### src/arb_pkg.sv
package arb_pkg;

    typedef logic [31:0] addr_t;
    typedef logic [63:0] data_t;
    typedef logic [7:0]  strb_t;
    typedef logic [3:0]  id_t;
    typedef logic [7:0]  len_t;   // Beats minus one
    typedef logic [1:0]  resp_t;

    // Fixed IDs stamped on the external request, one per requester
    localparam id_t FETCH_ID = 4'd0;
    localparam id_t MEM_ID   = 4'd1;

    localparam resp_t RESP_OKAY   = 2'b00;
    localparam resp_t RESP_EXOKAY = 2'b01;
    localparam resp_t RESP_SLVERR = 2'b10;
    localparam resp_t RESP_DECERR = 2'b11;

    // Read channel owner
    typedef enum logic [1:0] {
        RD_IDLE,
        RD_FETCH,
        RD_MEM
    } rd_state_t;

    // One write may be in flight
    typedef enum logic {
        WR_IDLE,
        WR_BUSY
    } wr_state_t;

endpackage

### src/read_arbiter.sv
`timescale 1ns/1ps

module read_arbiter
    import arb_pkg::*;
(
    input  logic  clk,
    input  logic  rst,

    input  logic  fetch_arvalid,
    input  addr_t fetch_araddr,
    input  len_t  fetch_arlen,
    output logic  fetch_arready,
    input  logic  fetch_rready,
    output logic  fetch_rvalid,
    output data_t fetch_rdata,
    output resp_t fetch_rresp,
    output logic  fetch_rlast,

    input  logic  mem_arvalid,
    input  addr_t mem_araddr,
    input  len_t  mem_arlen,
    output logic  mem_arready,
    input  logic  mem_rready,
    output logic  mem_rvalid,
    output data_t mem_rdata,
    output resp_t mem_rresp,
    output logic  mem_rlast,

    output logic  io_arvalid,
    output addr_t io_araddr,
    output id_t   io_arid,
    output len_t  io_arlen,
    input  logic  io_arready,
    input  logic  io_rvalid,
    input  data_t io_rdata,
    input  resp_t io_rresp,
    input  logic  io_rlast,
    input  id_t   io_rid,
    output logic  io_rready
);

    rd_state_t state;
    logic      ar_fire;
    logic      last_fire;
    id_t       owner_id;

    assign ar_fire  = io_arvalid && io_arready;
    assign owner_id = (state == RD_FETCH) ? FETCH_ID : MEM_ID;

    // An error response ends the burst like any other
    assign last_fire = io_rvalid && io_rready && io_rlast && (io_rid == owner_id);

    always_ff @(posedge clk or posedge rst) begin
        if (rst) begin
            state <= RD_IDLE;
        end else begin
            case (state)
                RD_IDLE: begin
                    if (ar_fire) begin
                        state <= fetch_arvalid ? RD_FETCH : RD_MEM;
                    end
                end
                RD_FETCH, RD_MEM: begin
                    if (last_fire) begin
                        state <= RD_IDLE;
                    end
                end
                default: state <= RD_IDLE;
            endcase
        end
    end

    // Fetch has priority over memory on the address channel
    always_comb begin
        io_arvalid    = 1'b0;
        io_araddr     = mem_araddr;
        io_arid       = MEM_ID;
        io_arlen      = mem_arlen;
        fetch_arready = 1'b0;
        mem_arready   = 1'b0;
        if (state == RD_IDLE) begin
            if (fetch_arvalid) begin
                io_arvalid    = 1'b1;
                io_araddr     = fetch_araddr;
                io_arid       = FETCH_ID;
                io_arlen      = fetch_arlen;
                fetch_arready = io_arready;
            end else begin
                io_arvalid  = mem_arvalid;
                mem_arready = io_arready; // Held low whenever fetch is asking
            end
        end
    end

    // Payload goes to both ports but only the owner sees valid
    assign fetch_rdata = io_rdata;
    assign fetch_rresp = io_rresp;
    assign fetch_rlast = io_rlast;
    assign mem_rdata   = io_rdata;
    assign mem_rresp   = io_rresp;
    assign mem_rlast   = io_rlast;

    always_comb begin
        fetch_rvalid = 1'b0;
        mem_rvalid   = 1'b0;
        io_rready    = 1'b0;
        case (state)
            RD_FETCH: begin
                fetch_rvalid = io_rvalid;
                io_rready    = fetch_rready;
            end
            RD_MEM: begin
                mem_rvalid = io_rvalid;
                io_rready  = mem_rready;
            end
            default: begin
                io_rready = 1'b0;
            end
        endcase
    end

    // A granted address holds the channel until its burst has returned
    a_ar_held: assert property (@(posedge clk) disable iff (rst)
        ar_fire |=> !io_arvalid);

    // The fetch winner alone sees the returning beats
    a_fetch_owns: assert property (@(posedge clk) disable iff (rst)
        ar_fire && fetch_arvalid |=> !mem_rvalid && (fetch_rvalid == io_rvalid));

endmodule

### src/write_tracker.sv
`timescale 1ns/1ps

module write_tracker
    import arb_pkg::*;
(
    input  logic  clk,
    input  logic  rst,

    input  logic  mem_awvalid,
    input  addr_t mem_awaddr,
    input  len_t  mem_awlen,
    output logic  mem_awready,
    input  logic  mem_wvalid,
    input  data_t mem_wdata,
    input  strb_t mem_wstrb,
    input  logic  mem_wlast,
    output logic  mem_wready,
    input  logic  mem_bready,
    output logic  mem_bvalid,
    output resp_t mem_bresp,

    output logic  io_awvalid,
    output addr_t io_awaddr,
    output id_t   io_awid,
    output len_t  io_awlen,
    input  logic  io_awready,
    output logic  io_wvalid,
    output data_t io_wdata,
    output strb_t io_wstrb,
    output logic  io_wlast,
    input  logic  io_wready,
    input  logic  io_bvalid,
    input  resp_t io_bresp,
    input  id_t   io_bid,
    output logic  io_bready
);

    wr_state_t state;
    logic      idle;
    logic      busy;
    logic      aw_fire;
    logic      b_fire;

    assign idle = (state == WR_IDLE);
    assign busy = (state == WR_BUSY);

    assign aw_fire = io_awvalid && io_awready;
    assign b_fire  = io_bvalid && io_bready && (io_bid == MEM_ID);

    always_ff @(posedge clk or posedge rst) begin
        if (rst) begin
            state <= WR_IDLE;
        end else begin
            case (state)
                WR_IDLE: if (aw_fire) state <= WR_BUSY;
                WR_BUSY: if (b_fire) state <= WR_IDLE; // Error responses also close it
                default: state <= WR_IDLE;
            endcase
        end
    end

    // Address channel is open only while nothing is in flight
    assign io_awvalid  = idle && mem_awvalid;
    assign mem_awready = idle && io_awready;
    assign io_awaddr   = mem_awaddr;
    assign io_awlen    = mem_awlen;
    assign io_awid     = MEM_ID;

    assign io_wvalid  = busy && mem_wvalid;
    assign mem_wready = busy && io_wready;
    assign io_wdata   = mem_wdata;
    assign io_wstrb   = mem_wstrb;
    assign io_wlast   = mem_wlast;

    assign mem_bvalid = busy && io_bvalid;
    assign io_bready  = busy && mem_bready;
    assign mem_bresp  = io_bresp;

    // Only one write may be in flight
    a_one_write: assert property (@(posedge clk) disable iff (rst)
        aw_fire |=> !mem_awready && !io_awvalid);

endmodule

### src/bus_arbiter.sv
`timescale 1ns/1ps

module bus_arbiter
    import arb_pkg::*;
(
    input  logic  clk,
    input  logic  rst,

    // Instruction fetch read port
    input  logic  fetch_arvalid,
    input  addr_t fetch_araddr,
    input  len_t  fetch_arlen,
    output logic  fetch_arready,
    input  logic  fetch_rready,
    output logic  fetch_rvalid,
    output data_t fetch_rdata,
    output resp_t fetch_rresp,
    output logic  fetch_rlast,

    // Data memory port, reads and writes
    input  logic  mem_arvalid,
    input  addr_t mem_araddr,
    input  len_t  mem_arlen,
    output logic  mem_arready,
    input  logic  mem_rready,
    output logic  mem_rvalid,
    output data_t mem_rdata,
    output resp_t mem_rresp,
    output logic  mem_rlast,
    input  logic  mem_awvalid,
    input  addr_t mem_awaddr,
    input  len_t  mem_awlen,
    output logic  mem_awready,
    input  logic  mem_wvalid,
    input  data_t mem_wdata,
    input  strb_t mem_wstrb,
    input  logic  mem_wlast,
    output logic  mem_wready,
    input  logic  mem_bready,
    output logic  mem_bvalid,
    output resp_t mem_bresp,

    // External AXI side
    output logic  io_arvalid,
    output addr_t io_araddr,
    output id_t   io_arid,
    output len_t  io_arlen,
    input  logic  io_arready,
    input  logic  io_rvalid,
    input  data_t io_rdata,
    input  resp_t io_rresp,
    input  logic  io_rlast,
    input  id_t   io_rid,
    output logic  io_rready,
    output logic  io_awvalid,
    output addr_t io_awaddr,
    output id_t   io_awid,
    output len_t  io_awlen,
    input  logic  io_awready,
    output logic  io_wvalid,
    output data_t io_wdata,
    output strb_t io_wstrb,
    output logic  io_wlast,
    input  logic  io_wready,
    input  logic  io_bvalid,
    input  resp_t io_bresp,
    input  id_t   io_bid,
    output logic  io_bready
);

    // Port names match one to one, so the wildcard hookup is exact
    read_arbiter u_read (
        .*
    );

    write_tracker u_write (
        .*
    );

endmodule

### config.mk
export PLATFORM = sky130hd
export DESIGN_NAME = bus_arbiter
export DESIGN_NICKNAME = d
export VERILOG_FILES = /design/src/arb_pkg.sv /design/src/read_arbiter.sv /design/src/write_tracker.sv /design/src/bus_arbiter.sv
export SDC_FILE = /design/constraint.sdc
export NUM_CORES = 1
export LEC_CHECK = 0
export BUFFER_PORTS_ARGS = -buffer_cell sky130_fd_sc_hd__buf_2
export CAP_MARGIN = 30
export CORE_AREA = 2 2 231 233
export DETAILED_ROUTE_END_ITERATION = 10
export DIE_AREA = 0 0 233 235
export GPL_ROUTABILITY_DRIVEN = 0
export PLACE_DENSITY = 0.3
export SLEW_MARGIN = 20
export SYNTH_ARGS = -nofsm -noshare
export SYNTH_HDL_FRONTEND = slang
export SYNTH_SLANG_ARGS = --single-unit
### constraint.sdc
create_clock -name clk -period 1.8 [get_ports clk]
set_clock_uncertainty 0.15 [all_clocks]
set_input_delay 0.45 -clock clk [delete_from_list [all_inputs] [get_ports clk]]
set_output_delay 0.45 -clock clk [all_outputs]
set_load 0.01 [all_outputs]
==> results of run 1 <==
## what timing repair did
item                                   4_1_cts  5_1_grt
pin swaps                                    4        6
resized for setup                           38       26
hold buffers                                 1        0
setup endpoints to repair                   47       49
endpoints found under the hold margin        3        0
cloned                                       1        1
buffers inserted                             8        3
## logic make-up (layout without fill, tap and decap cells)
logic type	after synthesis	after routing	share of synthesized area
muxes	40	40	0.1636
DFF	3	3	0.02726
buffers and inverters	263	183	0.7092
other	2	7	0.002727
and+or+nand+nor	22	22	0.04680
adders and majority gates	3	3	0.01363
AOI/OAI and AO/OA	13	13	0.03681
## worst max-delay path, cell delays in order (launching register included)
cell and delay, ps:
dfrtp_1 350, inv_2 60, ha_4 180, nand2_8 100, clkbuf_16 190, mux2_2 360, buf_6 120
## synthesized netlist by cell type (all sizes together) (2+ instances only)
library cell / instances / area share
dfrtp: 3 / 0.027
nand3: 4 / 0.0073
ha: 3 / 0.014
nor2b: 3 / 0.0068
nand2: 4 / 0.0055
and2: 6 / 0.014
conb: 2 / 0.0027
o211ai: 2 / 0.0055
mux2: 40 / 0.16
inv: 3 / 0.0041
a21oi: 2 / 0.0036
buf: 260 / 0.71
## routing by layer
layer  global-route usage  vias up
met5             0.007143        -
met1              0.02592      740
met4              0.03397        2
met2              0.05168      278
li1                     -      689
met3              0.02245       89
## through the flow
step | hold WS (ps) | setup slack [ps] | utilization
floorplan | 53.64 | 0.1050 | -
global placement | 221.0 | -228.4 | 0.04973
detailed placement | 223.6 | -239.6 | 0.04973
CTS | 316.9 | -423.2 | 0.05684
global route | 327.5 | -451.9 | 0.05926
finish | 315.0 | -403.6 | 0.05926
## final timing paths
kind,startpoint,to,slack (ps)
max,u_read.state[1],io_arlen[2],-400
min,io_awready,u_write.busy,310
max reg2reg,u_read.state[1],u_read.state[0],-70
min reg2reg,u_write.busy,u_write.busy,440
max in group asynchronous,rst,u_read.state[0],790
min in group asynchronous,rst,u_write.busy,520
## power by group
part	switching (uW)	internal [uW]	leakage [uW]
Combinational	766	1030	0.00121
Clock	62.7	293	0.0000382
Sequential	22.5	92.1	0.0000365
Total	851	1410	0.00128
## area by class of cell
cell class                 instances  share of cell area
clock buffer                       4             0.02546
inverter                           3            0.003638
multi-input combinational         85              0.2906
sequential                         3             0.02425
tap                              688              0.2781
timing repair buffer             176              0.3779
## registers in the layout (all words and copies together), names as in the netlist
name and flops:
u_read.state 2, u_write.busy 1
==> metrics, run 1 <==
outcome finished with violations; failing checks negative setup slack; Post-route DRC 0; synthesis-to-layout area growth 12.40%; core area roughly 52000 um^2; CTS tree done; reg2reg path depth 7; vias 1798; CP max FO 11; Worst Setup End Kind primary output; Cell Area, Synth 2754 um^2; Clock Latency Late Sink between 200 and 250 ps; Die X ~230 um; Die Span Y approximately 240 um; #FFs+latches synth 3; Hold Path Stages 2; maximum buffer depth of the clock tree 2; most frequent cells in the layout 130 x buf_2, 29 x buf_6, 22 x mux2_4, 18 x mux2_2, 12 x buf_4; row count 84; antenna violations before repair 0; Gate Count Post-Synth between 300 and 400; Synth warnings 0; fin crit period between 2000 and 2500 ps; Layout Cells excl Fill 959; Global Route Usage Sum 0.03299; DR WL met3 1.890 mm; Syn Area/Cell 7.959 um^2; Multi-input gate area approximately 900 um^2; Slew Viols, Final 0; diode count 0; Synth async-reset ratio 1.000; vias in the first global route approximately 1900; DRT antenna net count 0; clock slew at reported path FFs roughly 30 ps; register area about 75 um^2; Critical Path RT approximately 1200 ps; DP HPWL between 8 and 9 mm; # IOs slightly below 600; drt total wl about 11 mm; RSZ-0062 raised after global routing true; Placed Instances between 900 and 1000; vias per inst roughly 1.9; top layer in use met5; CTS Buf Count 3; final instance area 3095 um^2; most common cell after layout, fill and taps aside buf_2; DR pass1 iterations 4; f_max about 450 MHz; Most used DFF post-synth dfrtp_1; Initial Util 0.05272; # clock sinks 3; maximum vdd drop roughly 0.20 mV; total die area between 50000 and 60000 um^2; Power Total approximately 2300 uW; P_leak ~0.0013 uW; EDFF count, synth 0; PD cells approximately 730 nW/um^2; largest net degree at the start of global routing 24; CTS root buf clkbuf_16; placed instance area roughly 2600 um^2; first-pass GRT wire length ~13 mm; DR WL met2 roughly 4.8 mm; grt ovf 0; Setup TNS Final -15790 ps; final period utilization 1.224; Setup Viol. Count Final 47; Hold Vio Cnt, Final 0; Crit path arrival time 1600 ps; PnR worst setup slack -403.6 ps; Routed WL per cell ~11 um; Critical Path Source Type register; fill cell count 6144; post-synthesis sequential area ratio 0.02726; H-Tree Depth 1; Setup CP Type reg -> out; distinct cell type count after synthesis 28; IO buf count between 150 and 200; # nets final between 500 and 600; maximum capacitance violations 0; Iter 0 DRT Violations 32; layout cell share with drive strength beyond 1 0.8413; worst hold path class in -> reg; WL met1 between 2 and 3 mm
(Power assumes the default switching activity.)
==> inputs of run 2 (changes only) <==
- SKIP_CTS_REPAIR_TIMING: not set -> 1
==> metrics, run 2 (synthesized netlist as in run 1, its figures left out) <==
outcome finished with violations; failing checks negative setup slack; final period utilization 1.222; maximum capacitance violations 0; Crit Reg-Reg Startpoint u_read.state[0]; # IOs roughly 590; Critical Path RT approximately 1200 ps; # clock sinks 3; CP max FO 23; most frequent cells in the layout 149 x buf_2, 33 x mux2_2, 12 x buf_4, 9 x buf_6; grt ovf 0; Largest Register u_read.state; row count 84; P_leak 0.001141 uW; # nets final about 560; most common cell after layout, fill and taps aside buf_2; Setup Viol. Count Final between 40 and 50; CP startpoint u_read.state[0]; Routed WL per cell 10.26 um; Iter 0 DRT Violations 35; vias per inst about 1.8; Initial Util 0.05272; Slew Viols, Final 0; total die area between 50000 and 60000 um^2; DR WL met3 1.892 mm; core area 52240 um^2; PD cells slightly below 700 nW/um^2; vias approximately 1800; Die X ~230 um; Crit path arrival time between 1500 and 2000 ps; top layer in use met5; placed instance area between 2000 and 3000 um^2; fin crit period 2200 ps; vias in the first global route roughly 1800; max reg flops 2; final core utilization 0.05452; DP HPWL roughly 8.6 mm; CTS tree done; Post-route DRC 0; maximum vdd drop 0.2629 mV; final instance area between 2000 and 3000 um^2; WL met1 about 2.5 mm; PnR worst setup slack -399.6 ps; Clock Latency Late Sink between 200 and 250 ps; Critical Path Source Type register; maximum buffer depth of the clock tree 2; Setup CP Type reg -> out; Power Total 1958 uW; clock slew at reported path FFs approximately 30 ps; Die Span Y around 240 um; Worst Setup End Kind primary output; diode count 0; DR pass1 iterations 4; largest net degree at the start of global routing 24; first-pass GRT wire length approximately 12 mm; Hold Vio Cnt, Final 0; f_max 454.6 MHz; H-Tree Depth 1; Global Route Usage Sum 0.03146; FF-to-FF End u_read.state[0]; CTS Buf Count 3; DRT antenna net count 0; DR WL met2 roughly 4.4 mm; RSZ-0062 raised after global routing true; antenna violations before repair 0; r2r setup slk 40 ps; reg2reg path depth 7; layout cell share with drive strength beyond 1 0.8396; Setup crit end io_araddr[8]; Setup TNS Final -15530 ps; drt total wl 9.812 mm; CTS root buf clkbuf_16; synthesis-to-layout area growth 3.408%; worst hold path class in -> reg; IO buf count around 160
run 2: cell types whose count changed in the layout (fill, tap and decap cells not counted), sizes merged:
cell	before	now
buf	174	172
clkbuf	5	4
run 2: layout make-up:
cell class	count	area, um^2
repair buffers	173	987.2
fillers	6156	49390
inverters	3	11.26
flip-flops and latches	3	75.07
multi-input cells	85	834.6
well taps	688	860.8
clock buffers	4	78.83
run 2: metrics by stage:
stage / instances / hold slack (ps) / setup slack, ps
after CTS: 950 / -14.95 / -471.0
after floorplan: 351 / 53.64 / 0.1050
final: 956 / 316.8 / -399.6
after detailed placement: 946 / 223.6 / -239.6
after global routing: 956 / 327.5 / -464.1
after global placement: 946 / 221.0 / -228.4
run 2: how the worst min path moves through the flow:
stage,startpoint,to,slack [ps],cells after the start
CTS,rst,u_write.busy,-10,2
detailed placement,rst,u_write.busy,220,2
global placement,rst,u_write.busy,220,2
global route,io_awready,u_write.busy,330,2
floorplan,rst,u_read.state[0],50,1
finish,io_awready,u_write.busy,320,2
run 2: worst max-delay path: stages (launching register included):
cell and delay (ps):
dfrtp_1 350, inv_2 60, ha_4 160, nand2_4 80, buf_12 190, mux2_2 360
buf_2 140
run 2: report_power, final:
group          switching (uW)  leakage [uW]  internal [uW]
combinational             664       0.00107            823
clock                    62.8     0.0000382            293
sequential               22.7     0.0000365           92.1
total                     750       0.00114           1210
run 2: metal layers:
metal	GRT usage	up-vias
li1	-	683
met1	0.02270	711
met2	0.05041	277
met3	0.02221	89
met4	0.03397	2
met5	0.007143	-
==> inputs of run 3 (changes only) <==
- PLACE_DENSITY: 0.3 -> not set
- SKIP_LAST_GASP: not set -> 1
==> metrics, run 3 (synthesized netlist as in run 1, its figures left out) <==
Largest Register u_read.state; synthesis-to-layout area growth 13.04%; fin crit period 2273 ps; first-pass GRT wire length approximately 13 mm; worst hold path class in -> reg; r2r setup slk -120 ps; IO buf count around 160; maximum capacitance violations 0; grt ovf 0; core area approximately 52000 um^2; # clock sinks 3; Crit path arrival time ~1700 ps; outcome finished with violations; antenna violations before repair 1; maximum buffer depth of the clock tree 2; Iter 0 DRT Violations 42; most frequent cells in the layout 127 x buf_2, 32 x buf_6, 24 x mux2_4, 16 x mux2_2, 9 x buf_4; Initial Util 0.05272; CTS Buf Count 3; PnR worst setup slack -472.8 ps; Clock Latency Late Sink 230 ps; Die Span Y ~240 um; CP max FO 8; drt total wl 11.58 mm; maximum vdd drop approximately 0.24 mV; layout cell share with drive strength beyond 1 0.8364; DP HPWL roughly 8.9 mm; RSZ-0062 raised after global routing true; max reg flops 2; Setup CP Type reg -> out; largest net degree at the start of global routing 33; failing checks negative setup slack; Critical Path Source Type register; Worst Setup End Kind primary output; H-Tree Depth 1; Hold Vio Cnt, Final 0; CTS root buf clkbuf_16; row count between 80 and 90; final period utilization 1.263; CTS tree done; vias ~1800; Hold WS approximately 310 ps; final instance area around 3100 um^2; P_leak 0.001295 uW; # nets final 557; Global Route Usage Sum 0.03362; DR pass1 iterations 3; PD cells about 750 nW/um^2; total die area 54760 um^2; diode count 0; Post-route DRC 0; # IOs about 600; vias in the first global route 1796; f_max 440.0 MHz; vias per inst 1.923; Setup TNS Final -19710 ps; most common cell after layout, fill and taps aside buf_2; Die X ~230 um; clock slew at reported path FFs around 30 ps; Routed WL per cell roughly 12 um; Critical Path RT approximately 1200 ps; Slew Viols, Final 0; DRT antenna net count 0; placed instance area approximately 2600 um^2; Setup Viol. Count Final 49
-- run 3: path summary, 6_finish.rpt --
path | endpoint | startpoint | cells after the start
max | io_araddr[6] | u_read.state[0] | 6
min | u_write.busy | io_awready | 2
max reg2reg | u_read.state[1] | u_read.state[0] | 8
min reg2reg | u_read.state[0] | u_read.state[0] | 2
max in group asynchronous | u_write.busy | rst | 3
min in group asynchronous | u_read.state[1] | rst | 3
-- run 3: power by group --
group	internal [uW]	switching, uW
combinational	1060	783
clock	293	72.0
sequential	92.1	25.2
total	1450	880
-- run 3: layer usage --
layer  wire, um  up-vias  global-route usage
li1           -      690                   -
met1       2732      746             0.01706
met2       5331      294             0.05790
met3       2252      110             0.02682
met4       1262        0             0.04343
met5          0        -                   0
-- run 3: critical path, cell delays in order, from the launching register on --
cell	delay, ps
dfrtp_1	370
inv_2	70
ha_4	180
nand2_8	150
buf_16	180
mux2_4	320
buf_6	120
-- run 3: layout make-up --
class / count / area, um^2
clock buffers: 4 / 78.83
inverters: 3 / 11.26
fillers: 6154 / 49120
multi-input cells: 85 / 895.9
well taps: 688 / 860.8
flip-flops and latches: 3 / 75.07
repair buffers: 174 / 1191
-- run 3: stage by stage --
step | power [uW] | setup slack (ps) | std cells | utilization
floorplan | 1443 | 0.1050 | 351 | -
global placement | 1351 | -205.2 | 944 | 0.04920
detailed placement | 1361 | -221.7 | 944 | 0.04920
CTS | 1742 | -476.7 | 948 | 0.05071
global route | 2478 | -526.3 | 957 | 0.05960
finish | 2327 | -472.8 | 957 | 0.05960
